--- config.mk ---
export PLATFORM = sky130hd
export DESIGN_NAME = chien_search
export DESIGN_NICKNAME = d
export VERILOG_FILES = /design/src/chien_pkg.sv /design/src/batch_counter.sv /design/src/chien_lane.sv /design/src/chien_search.sv /design/src/gf_mul.sv /design/src/root_serializer.sv /design/src/scan_ctrl.sv
export SDC_FILE = /design/constraint.sdc
export NUM_CORES = 2
export LEC_CHECK = 0
export ABC_AREA = 1
export ABC_CLOCK_PERIOD_IN_PS = 7700
export BUFFER_PORTS_ARGS = -buffer_cell sky130_fd_sc_hd__buf_2
export CELL_PAD_IN_SITES_DETAIL_PLACEMENT = 0
export CELL_PAD_IN_SITES_GLOBAL_PLACEMENT = 1
export CORE_UTILIZATION = 25
export CTS_CLUSTER_DIAMETER = 30
export DETAILED_ROUTE_END_ITERATION = 10
export PLACE_DENSITY_LB_ADDON = 0.05
export SLEW_MARGIN = 20
export SYNTH_ARGS = -nofsm -noshare
export SYNTH_HDL_FRONTEND = slang
export SYNTH_SLANG_ARGS = --single-unit
export TNS_END_PERCENT = 20
--- constraint.sdc ---
create_clock -name clk_i -period 7.7 [get_ports clk_i]
set_input_delay 0.77 -clock clk_i [delete_from_list [all_inputs] [get_ports clk_i]]
set_output_delay 0.77 -clock clk_i [all_outputs]
set_load 0.05 [all_outputs]
--- src/chien_pkg.sv ---
// chien search shared definitions

package chien_pkg;

    // ====================
    // field and code constants
    // ====================

    // field width, GF(2^10)
    localparam int GF_W = 10;
    // max correctable roots, sigma has GF_T+1 coefficients
    localparam int GF_T = 11;
    // multiplicative group order
    localparam int GF_ORD = 1023;
    // x^10 + x^3 + 1
    localparam logic [GF_W:0] GF_POLY = 11'h409;

    // ====================
    // types
    // ====================

    typedef logic [GF_W-1:0] gf_elem_t;
    // index or codeword position, 0..1022
    typedef logic [9:0] cw_pos_t;
    // 0..GF_T roots
    typedef logic [3:0] root_cnt_t;

    // scan controller states
    typedef enum logic [2:0] {
        IDLE,
        ACK,
        LOAD,
        SCAN,
        DRAIN,
        DONE
    } scan_state_e;

    // ====================
    // elaboration helpers
    // ====================

    // alpha^e, exponent taken mod 1023 so negative powers work
    function automatic gf_elem_t gf_alpha_pow(input int e);
        int n;
        int k;
        logic [GF_W:0] v;
        n = e % GF_ORD;
        if (n < 0) begin
            n = n + GF_ORD;
        end
        v = 1;
        // repeated multiply by alpha
        for (k = 0; k < n; k++) begin
            v = v << 1;
            if (v[GF_W]) begin
                v = v ^ GF_POLY;
            end
        end
        return v[GF_W-1:0];
    endfunction

endpackage

--- src/batch_counter.sv ---
// batch index counter
`timescale 1ns/10ps

module batch_counter #(
    parameter int LANES  = 4,
    parameter int CW_LEN = 544
) (
    input  logic               clk_i,
    input  logic               rst_ni,
    input  logic               clear_i,
    input  logic               advance_i,
    output chien_pkg::cw_pos_t batch_idx_o,
    output logic               last_batch_o
);
    import chien_pkg::*;

    // ceil(CW_LEN / LANES) batches per scan
    localparam int NUM_BATCH = (CW_LEN + LANES - 1) / LANES;

    cw_pos_t idx_q;

    always_ff @(posedge clk_i or negedge rst_ni) begin
        if (!rst_ni) begin
            idx_q <= '0;
        end else if (clear_i) begin
            idx_q <= '0;
        end else if (advance_i && !last_batch_o) begin
            idx_q <= idx_q + 1'b1;
        end
    end

    assign batch_idx_o  = idx_q;
    assign last_batch_o = (idx_q == cw_pos_t'(NUM_BATCH - 1));

    // once the last batch is stepped, no more steps until a new start
    a_no_step_past_end : assert property (
        @(posedge clk_i) disable iff (!rst_ni)
        (advance_i && last_batch_o) |=> (!advance_i until clear_i)
    );

endmodule

--- src/chien_lane.sv ---
// chien evaluation lane
`timescale 1ns/10ps

module chien_lane #(
    parameter int LANES    = 4,
    parameter int LANE_IDX = 0
) (
    input  logic                clk_i,
    input  logic                rst_ni,
    input  logic                load_i,
    input  logic                step_i,
    input  chien_pkg::gf_elem_t sigma_i [0:chien_pkg::GF_T],
    output chien_pkg::gf_elem_t sum_o
);
    import chien_pkg::*;

    // term j holds lambda_j * alpha^(-j*idx) for the current index
    gf_elem_t term_q [0:GF_T];

    // one shared multiplier per term j >= 1
    gf_elem_t mul_a [1:GF_T];
    gf_elem_t mul_b [1:GF_T];
    gf_elem_t mul_p [1:GF_T];

    // ====================
    // per-term multipliers
    // ====================

    for (genvar j = 1; j <= GF_T; j++) begin : g_term
        // load weight alpha^(-j*m), step factor alpha^(-j*P)
        localparam gf_elem_t LOAD_W = gf_alpha_pow(-j * LANE_IDX);
        localparam gf_elem_t STEP_W = gf_alpha_pow(-j * LANES);

        // load picks sigma, otherwise recursion on the held term
        assign mul_a[j] = load_i ? sigma_i[j] : term_q[j];
        assign mul_b[j] = load_i ? LOAD_W : STEP_W;

        gf_mul u_mul (
            .a_i (mul_a[j]),
            .b_i (mul_b[j]),
            .p_o (mul_p[j])
        );
    end

    // term 0 weight is always 1, loaded straight and never stepped
    always_ff @(posedge clk_i) begin
        if (load_i) begin
            term_q[0] <= sigma_i[0];
            for (int k = 1; k <= GF_T; k++) begin
                term_q[k] <= mul_p[k];
            end
        end else if (step_i) begin
            for (int k = 1; k <= GF_T; k++) begin
                term_q[k] <= mul_p[k];
            end
        end
    end

    // sigma(alpha^(-idx)) as xor of all terms
    always_comb begin
        sum_o = term_q[0];
        for (int k = 1; k <= GF_T; k++) begin
            sum_o = sum_o ^ term_q[k];
        end
    end

    // controller never overlaps load with a step
    a_load_step_excl : assert property (
        @(posedge clk_i) disable iff (!rst_ni) !(load_i && step_i)
    );

endmodule

--- src/chien_search.sv ---
// parallel chien search top
`timescale 1ns/10ps

module chien_search #(
    parameter int LANES  = 4,
    parameter int CW_LEN = 544
) (
    input  logic                 clk_i,
    input  logic                 rst_ni,
    input  logic                 start_req_i,
    input  logic                 root_ack_i,
    input  chien_pkg::gf_elem_t  sigma_i [0:chien_pkg::GF_T],
    output logic                 start_ack_o,
    output logic                 root_req_o,
    output logic                 done_o,
    output chien_pkg::cw_pos_t   root_pos_o,
    output chien_pkg::root_cnt_t root_count_o
);
    import chien_pkg::*;

    // controller strobes
    logic       sigma_capture;
    logic       load;
    logic       step;
    logic       clear;
    logic       busy;
    logic       last_batch;
    cw_pos_t    batch_idx;

    // captured locator, lowest order first
    gf_elem_t   sigma_q  [0:GF_T];
    gf_elem_t   lane_sum [0:LANES-1];
    logic [LANES-1:0] zero_vec;

    always_ff @(posedge clk_i) begin
        if (sigma_capture) begin
            sigma_q <= sigma_i;
        end
    end

    // ====================
    // control
    // ====================

    scan_ctrl u_ctrl (
        .clk_i           (clk_i),
        .rst_ni          (rst_ni),
        .start_req_i     (start_req_i),
        .busy_i          (busy),
        .last_batch_i    (last_batch),
        .start_ack_o     (start_ack_o),
        .sigma_capture_o (sigma_capture),
        .load_o          (load),
        .step_o          (step),
        .clear_o         (clear),
        .done_o          (done_o)
    );

    batch_counter #(.LANES(LANES), .CW_LEN(CW_LEN)) u_cnt (
        .clk_i        (clk_i),
        .rst_ni       (rst_ni),
        .clear_i      (clear),
        .advance_i    (step),
        .batch_idx_o  (batch_idx),
        .last_batch_o (last_batch)
    );

    // ====================
    // evaluation lanes
    // ====================

    for (genvar m = 0; m < LANES; m++) begin : g_lane
        chien_lane #(.LANES(LANES), .LANE_IDX(m)) u_lane (
            .clk_i   (clk_i),
            .rst_ni  (rst_ni),
            .load_i  (load),
            .step_i  (step),
            .sigma_i (sigma_q),
            .sum_o   (lane_sum[m])
        );
        // zero sum marks a root
        assign zero_vec[m] = (lane_sum[m] == '0);
    end

    // capture coincides with the step edge
    root_serializer #(.LANES(LANES), .CW_LEN(CW_LEN)) u_ser (
        .clk_i        (clk_i),
        .rst_ni       (rst_ni),
        .capture_i    (step),
        .root_ack_i   (root_ack_i),
        .clear_i      (clear),
        .zero_i       (zero_vec),
        .batch_idx_i  (batch_idx),
        .busy_o       (busy),
        .root_req_o   (root_req_o),
        .root_pos_o   (root_pos_o),
        .root_count_o (root_count_o)
    );

endmodule

--- src/gf_mul.sv ---
// GF(2^10) multiplier
`timescale 1ns/10ps

module gf_mul (
    input  chien_pkg::gf_elem_t a_i,
    input  chien_pkg::gf_elem_t b_i,
    output chien_pkg::gf_elem_t p_o
);
    import chien_pkg::*;

    // running product and shifted multiplicand
    gf_elem_t acc;
    gf_elem_t shf;

    // shift-and-add, lsb of b first
    always_comb begin
        acc = '0;
        shf = a_i;
        for (int i = 0; i < GF_W; i++) begin
            if (b_i[i]) begin
                acc = acc ^ shf;
            end
            // times alpha, fold x^10 back in via the field polynomial
            shf = {shf[GF_W-2:0], 1'b0} ^ (shf[GF_W-1] ? GF_POLY[GF_W-1:0] : '0);
        end
    end

    assign p_o = acc;

endmodule

--- src/root_serializer.sv ---
// root position serializer
`timescale 1ns/10ps

module root_serializer #(
    parameter int LANES  = 4,
    parameter int CW_LEN = 544
) (
    input  logic                 clk_i,
    input  logic                 rst_ni,
    input  logic                 capture_i,
    input  logic                 root_ack_i,
    input  logic                 clear_i,
    input  logic [LANES-1:0]     zero_i,
    input  chien_pkg::cw_pos_t   batch_idx_i,
    output logic                 busy_o,
    output logic                 root_req_o,
    output chien_pkg::cw_pos_t   root_pos_o,
    output chien_pkg::root_cnt_t root_count_o
);
    import chien_pkg::*;

    localparam int LW = (LANES > 1) ? $clog2(LANES) : 1;

    // pending hits of the captured batch
    logic [LANES-1:0] pend_q;
    logic [LANES-1:0] in_range;
    cw_pos_t          base_q;
    // req up, then waiting for ack to drop
    logic             req_q;
    logic             wait_q;
    cw_pos_t          pos_q;
    cw_pos_t          pos_next;
    root_cnt_t        cnt_q;
    logic [LW-1:0]    sel;
    logic             any_pend;
    logic             launch;

    // lanes past the codeword end are padding
    always_comb begin
        for (int m = 0; m < LANES; m++) begin
            in_range[m] = (int'(batch_idx_i) * LANES + m) < CW_LEN;
        end
    end

    // lowest pending lane first, gives descending positions
    always_comb begin
        sel = '0;
        for (int k = LANES - 1; k >= 0; k--) begin
            if (pend_q[k]) begin
                sel = LW'(k);
            end
        end
    end

    assign any_pend = |pend_q;
    assign launch   = any_pend && !req_q && !wait_q && !root_ack_i;
    // index to codeword position, highest order first
    assign pos_next = cw_pos_t'(CW_LEN - 1 - (int'(base_q) * LANES + int'(sel)));

    // ====================
    // four-phase root handshake
    // ====================

    always_ff @(posedge clk_i or negedge rst_ni) begin
        if (!rst_ni) begin
            pend_q <= '0;
            req_q  <= 1'b0;
            wait_q <= 1'b0;
            cnt_q  <= '0;
        end else begin
            if (capture_i) begin
                pend_q <= zero_i & in_range;
            end else if (req_q && root_ack_i) begin
                pend_q[sel] <= 1'b0;
            end
            if (req_q) begin
                // accepted, count it and drop req
                if (root_ack_i) begin
                    req_q  <= 1'b0;
                    wait_q <= 1'b1;
                    cnt_q  <= cnt_q + 1'b1;
                end
            end else if (wait_q) begin
                if (!root_ack_i) begin
                    wait_q <= 1'b0;
                end
            end else if (launch) begin
                req_q <= 1'b1;
            end
            // new scan restarts the count
            if (clear_i) begin
                cnt_q <= '0;
            end
        end
    end

    // batch base and presented position
    always_ff @(posedge clk_i) begin
        if (capture_i) begin
            base_q <= batch_idx_i;
        end
        if (launch) begin
            pos_q <= pos_next;
        end
    end

    assign busy_o       = any_pend || req_q || wait_q;
    assign root_req_o   = req_q;
    assign root_pos_o   = pos_q;
    assign root_count_o = cnt_q;

    // req and position hold until acked
    a_req_hold : assert property (
        @(posedge clk_i) disable iff (!rst_ni)
        (root_req_o && !root_ack_i) |=> (root_req_o && $stable(root_pos_o))
    );

endmodule

--- src/scan_ctrl.sv ---
// chien scan controller
`timescale 1ns/10ps

module scan_ctrl (
    input  logic clk_i,
    input  logic rst_ni,
    input  logic start_req_i,
    input  logic busy_i,
    input  logic last_batch_i,
    output logic start_ack_o,
    output logic sigma_capture_o,
    output logic load_o,
    output logic step_o,
    output logic clear_o,
    output logic done_o
);
    import chien_pkg::*;

    scan_state_e state_q;
    scan_state_e state_d;

    always_ff @(posedge clk_i or negedge rst_ni) begin
        if (!rst_ni) begin
            state_q <= IDLE;
        end else begin
            state_q <= state_d;
        end
    end

    // ====================
    // next state and strobes
    // ====================

    always_comb begin
        state_d         = state_q;
        sigma_capture_o = 1'b0;
        clear_o         = 1'b0;
        load_o          = 1'b0;
        step_o          = 1'b0;
        case (state_q)
            IDLE: begin
                // grab sigma, reset batch index and root count
                if (start_req_i) begin
                    sigma_capture_o = 1'b1;
                    clear_o         = 1'b1;
                    state_d         = ACK;
                end
            end
            ACK: begin
                // hold ack until requester lets go
                if (!start_req_i) begin
                    state_d = LOAD;
                end
            end
            LOAD: begin
                load_o  = 1'b1;
                state_d = SCAN;
            end
            SCAN: begin
                // step only while serializer is free
                step_o = !busy_i;
                if (!busy_i && last_batch_i) begin
                    state_d = DRAIN;
                end
            end
            DRAIN: begin
                // wait out hits of the final batch
                if (!busy_i) begin
                    state_d = DONE;
                end
            end
            DONE: begin
                state_d = IDLE;
            end
            default: begin
                state_d = IDLE;
            end
        endcase
    end

    assign start_ack_o = (state_q == ACK);
    assign done_o      = (state_q == DONE);

    // no step into a serializer still draining
    a_step_not_busy : assert property (
        @(posedge clk_i) disable iff (!rst_ni) step_o |-> !busy_i
    );

    // serializer only gets busy from a capture
    a_busy_after_step : assert property (
        @(posedge clk_i) disable iff (!rst_ni) $rose(busy_i) |-> $past(step_o)
    );

endmodule
==> results.yml <==
grt:
  track_usage_pct: 22.1
  grt.overflow.total: 0
  first_global_vias: 49300
  grt_pass1_wl_um: 360000
  antenna_found_initial: 4
  grt_max_degree: 159
sta:
  max_slew_margin_pct: 23.1
  hold_violations: 0
  slew_viol_final: 0
  setup_viol_count_final: 0
  max_freq_ghz: 0.222
  fin_crit_sh_pct: 58.5
  clock_skew_ns: 0.0866
  tns_ns: 0
  grt_setup_unrepaired: "no"
  tightest_slew_ns: 1.15
  fin_crit_ns: 4.51
final_layout:
  nNetsFinal: 7795
  drive_above_1_share_pct: 8.69
  fillers: 23700
  area.growth.synth_to_final_pct: 23.7
  instances_no_fill: 10800
critical_path:
  crit_required_ns: 8.32
  crit_fanout: 158
  path_class: "reg -> reg"
  end_kind: "flop"
  worstSetupStartpointType: "flop"
  arrival_ns: 5.12
yosys:
  synthesis.area_sq_um: 55700
  ys.flop_type: "edfxtp_1"
  synth.ff_latch_count: 611
  synth-edff-count: 588
  synth_area_leaders: "edfxtp_1 32%, xor2_1 15%, nand2_1 14%"
  yosysWarnings: 0
  ys_types: 63
  netlist_top_cells_count: "2010 x nand2_1, 953 x xor2_1, 737 x xnor2_1, 710 x inv_1, 610 x o21ai_0"
  synthArstFlopShare_pct: 3.76
  post-synth-top-count-cell: "nand2_1"
  syn_area_per_cell_sq_um: 7.60
  yosysSeqAreaShare_pct: 32.7
  syn_inst: 7322
  synth.largest_area_cell: "edfxtp_1"
  synth_nets: 7457
  yosysTopAreaCellShare_pct: 31.7
clock_tree:
  cts_buffers: 283
  cts.path.max_buffers: 4
  h-tree-depth: 5
  clk_latency_ns: 0.91
  root_buffer: "clkbuf_16"
  cts_tree: "done"
  post_cts_buffers: 0
  cts.clk_slew.worst_paths_ns: 0.04
  cts_sinks: 611
flow_run:
  drv_cap: 0
routing:
  via_per_inst: 4.63
  vias: 50100
  met3WireLength_um: 9350
  drt.antenna.violating_nets: 0
  wl_met1_um: 125000
  drt-initial-drc-count: 3788
  drt_wl_total_um: 252000
  topRoutingLayerUsed: "met4"
  drtPass1Iterations: 6
  drc_errors: 0
  routedWlPerCell_um: 23.3
  wl_met2_um: 112000
run_status:
  outcome: "finished, final reports clean"
min_path:
  worstHoldPathType: "in -> reg"
die:
  coreArea_sq_um: 221000
  fp.dieH_um: 474
  die_area_sq_um: 225000
  num_rows: 172
  initial_core_util_pct: 25.2
  ios: 141
  die_width_um: 474
placement:
  io_buffers: 140
  finalWeightedCongestion: 0.838
  dp_hpwl_um: 193000
  dp_cells: 10300
layer usage:
metal  track usage, %  vias up
li1                 -    24600
met1             31.7    24000
met2             34.9     1102
met3             2.72      335
met4             5.12        0
met5                0        -
cell type report:
cell class                 instances  area, sq um  area share, %
antenna                            3         7.51         0.0109
timing repair buffer             257         1930           2.80
inverter                         715         2690           3.91
tap                             2958         3700           5.37
multi-input combinational       5792        33700           48.9
clock buffer                     367         7540           10.9
sequential                       611        18200           26.5
clock inverter                   121         1080           1.56
flip-flops by register name, indices dropped and copies added (netlist names):
signal / flops
u_ser.root_pos_o: 10
sigma_q: 120
u_ser.wait_q: 1
u_ser.root_req_o: 1
u_ser.pend_q: 4
u_ser.base_q: 8
u_ser.root_count_o: 4
g_lane.u_lane.term_q: 450
u_ctrl.state_q: 3
u_cnt.batch_idx_o: 10
metrics by stage:
stage | setup WS [ns] | cell area [sq um] | hold slack, ns | utilization, %
after floorplan | 2.14 | 55700 | 0.400 | -
after global placement | 3.12 | 59600 | 0.406 | 27.0
after detailed placement | 3.19 | 59600 | 0.407 | 27.0
after CTS | 3.21 | 68900 | 0.000162 | 31.2
after global routing | 2.98 | 68900 | 0.0170 | 31.2
final | 3.19 | 68900 | 0.0692 | 31.2
repair_timing:
action,CTS,global route
endpoints found under the hold margin,91,0
hold buffers,69,0
gates resized for setup,0,0
critical path, cell delays in order (launching register included):
cell     delay [ns]
dfrtp_1        0.44
inv_2          0.20
nand3_4        0.51
buf_12         0.48
nand2_1        0.29
inv_1          0.10
nor2_1         0.26
nand2_1        0.09
nand2_1        0.33
inv_1          0.10
nor2_2         0.44
inv_1          0.18
nand2_1        0.12
xnor2_1        0.13
inv_1          0.07
o21ai_0        0.15
nand2_1        0.07
logic make-up after synthesis:
logic type | Yosys count | share of synthesized area, %
compound gates | 1181 | 11.7
xor+xnor | 1712 | 27.3
fa+ha+maj | 11 | 0.247
buf+inv | 919 | 6.77
flops | 611 | 32.7
mux | 15 | 0.283
simple gates | 2873 | 21.0
placed cells by master, fill, tap and decap left out, drive strengths merged, types with 4 or more instances in the layout:
cell / count
nand4: 31
nand3: 322
bufinv: 17
xnor2: 743
and2: 6
dfrtp: 23
o22ai: 50
o21a: 13
dlygate4sd3: 69
a22o: 6
ha: 11
o21ai: 696
a31oi: 19
a21o: 7
nor3: 26
mux2: 6
o31ai: 11
a221oi: 4
nand2: 2023
a21oi: 244
edfxtp: 588
clkbuf: 367
clkinvlp: 17
a211oi: 10
nor2: 352
clkinv: 83
o211ai: 80
or2: 83
mux2i: 9
buf: 188
o21bai: 8
inv: 719
nand3b: 20
a22oi: 13
xor2: 966
o221ai: 12
path summary, 6_finish.rpt:
path | from | to | slack, ns | cells after the start
max reg2reg | u_ctrl.state_q[0] | g_lane[3].u_lane.term_q[4][5] | 3.19 | 16
max in group asynchronous | rst_ni | u_cnt.batch_idx_o[5] | 6.73 | 2
min in group asynchronous | rst_ni | u_ser.root_count_o[1] | 0.49 | 2
min | sigma_i[96] | sigma_q[96] | 0.07 | 1
min reg2reg | sigma_q[116] | g_lane[2].u_lane.term_q[0][6] | 0.41 | 0
max | u_ctrl.state_q[0] | g_lane[3].u_lane.term_q[4][5] | 3.19 | 16
Power is left out: the tool's default activity adds up to more than one toggle a clock period on the data nets, which glitch-free logic cannot reach.
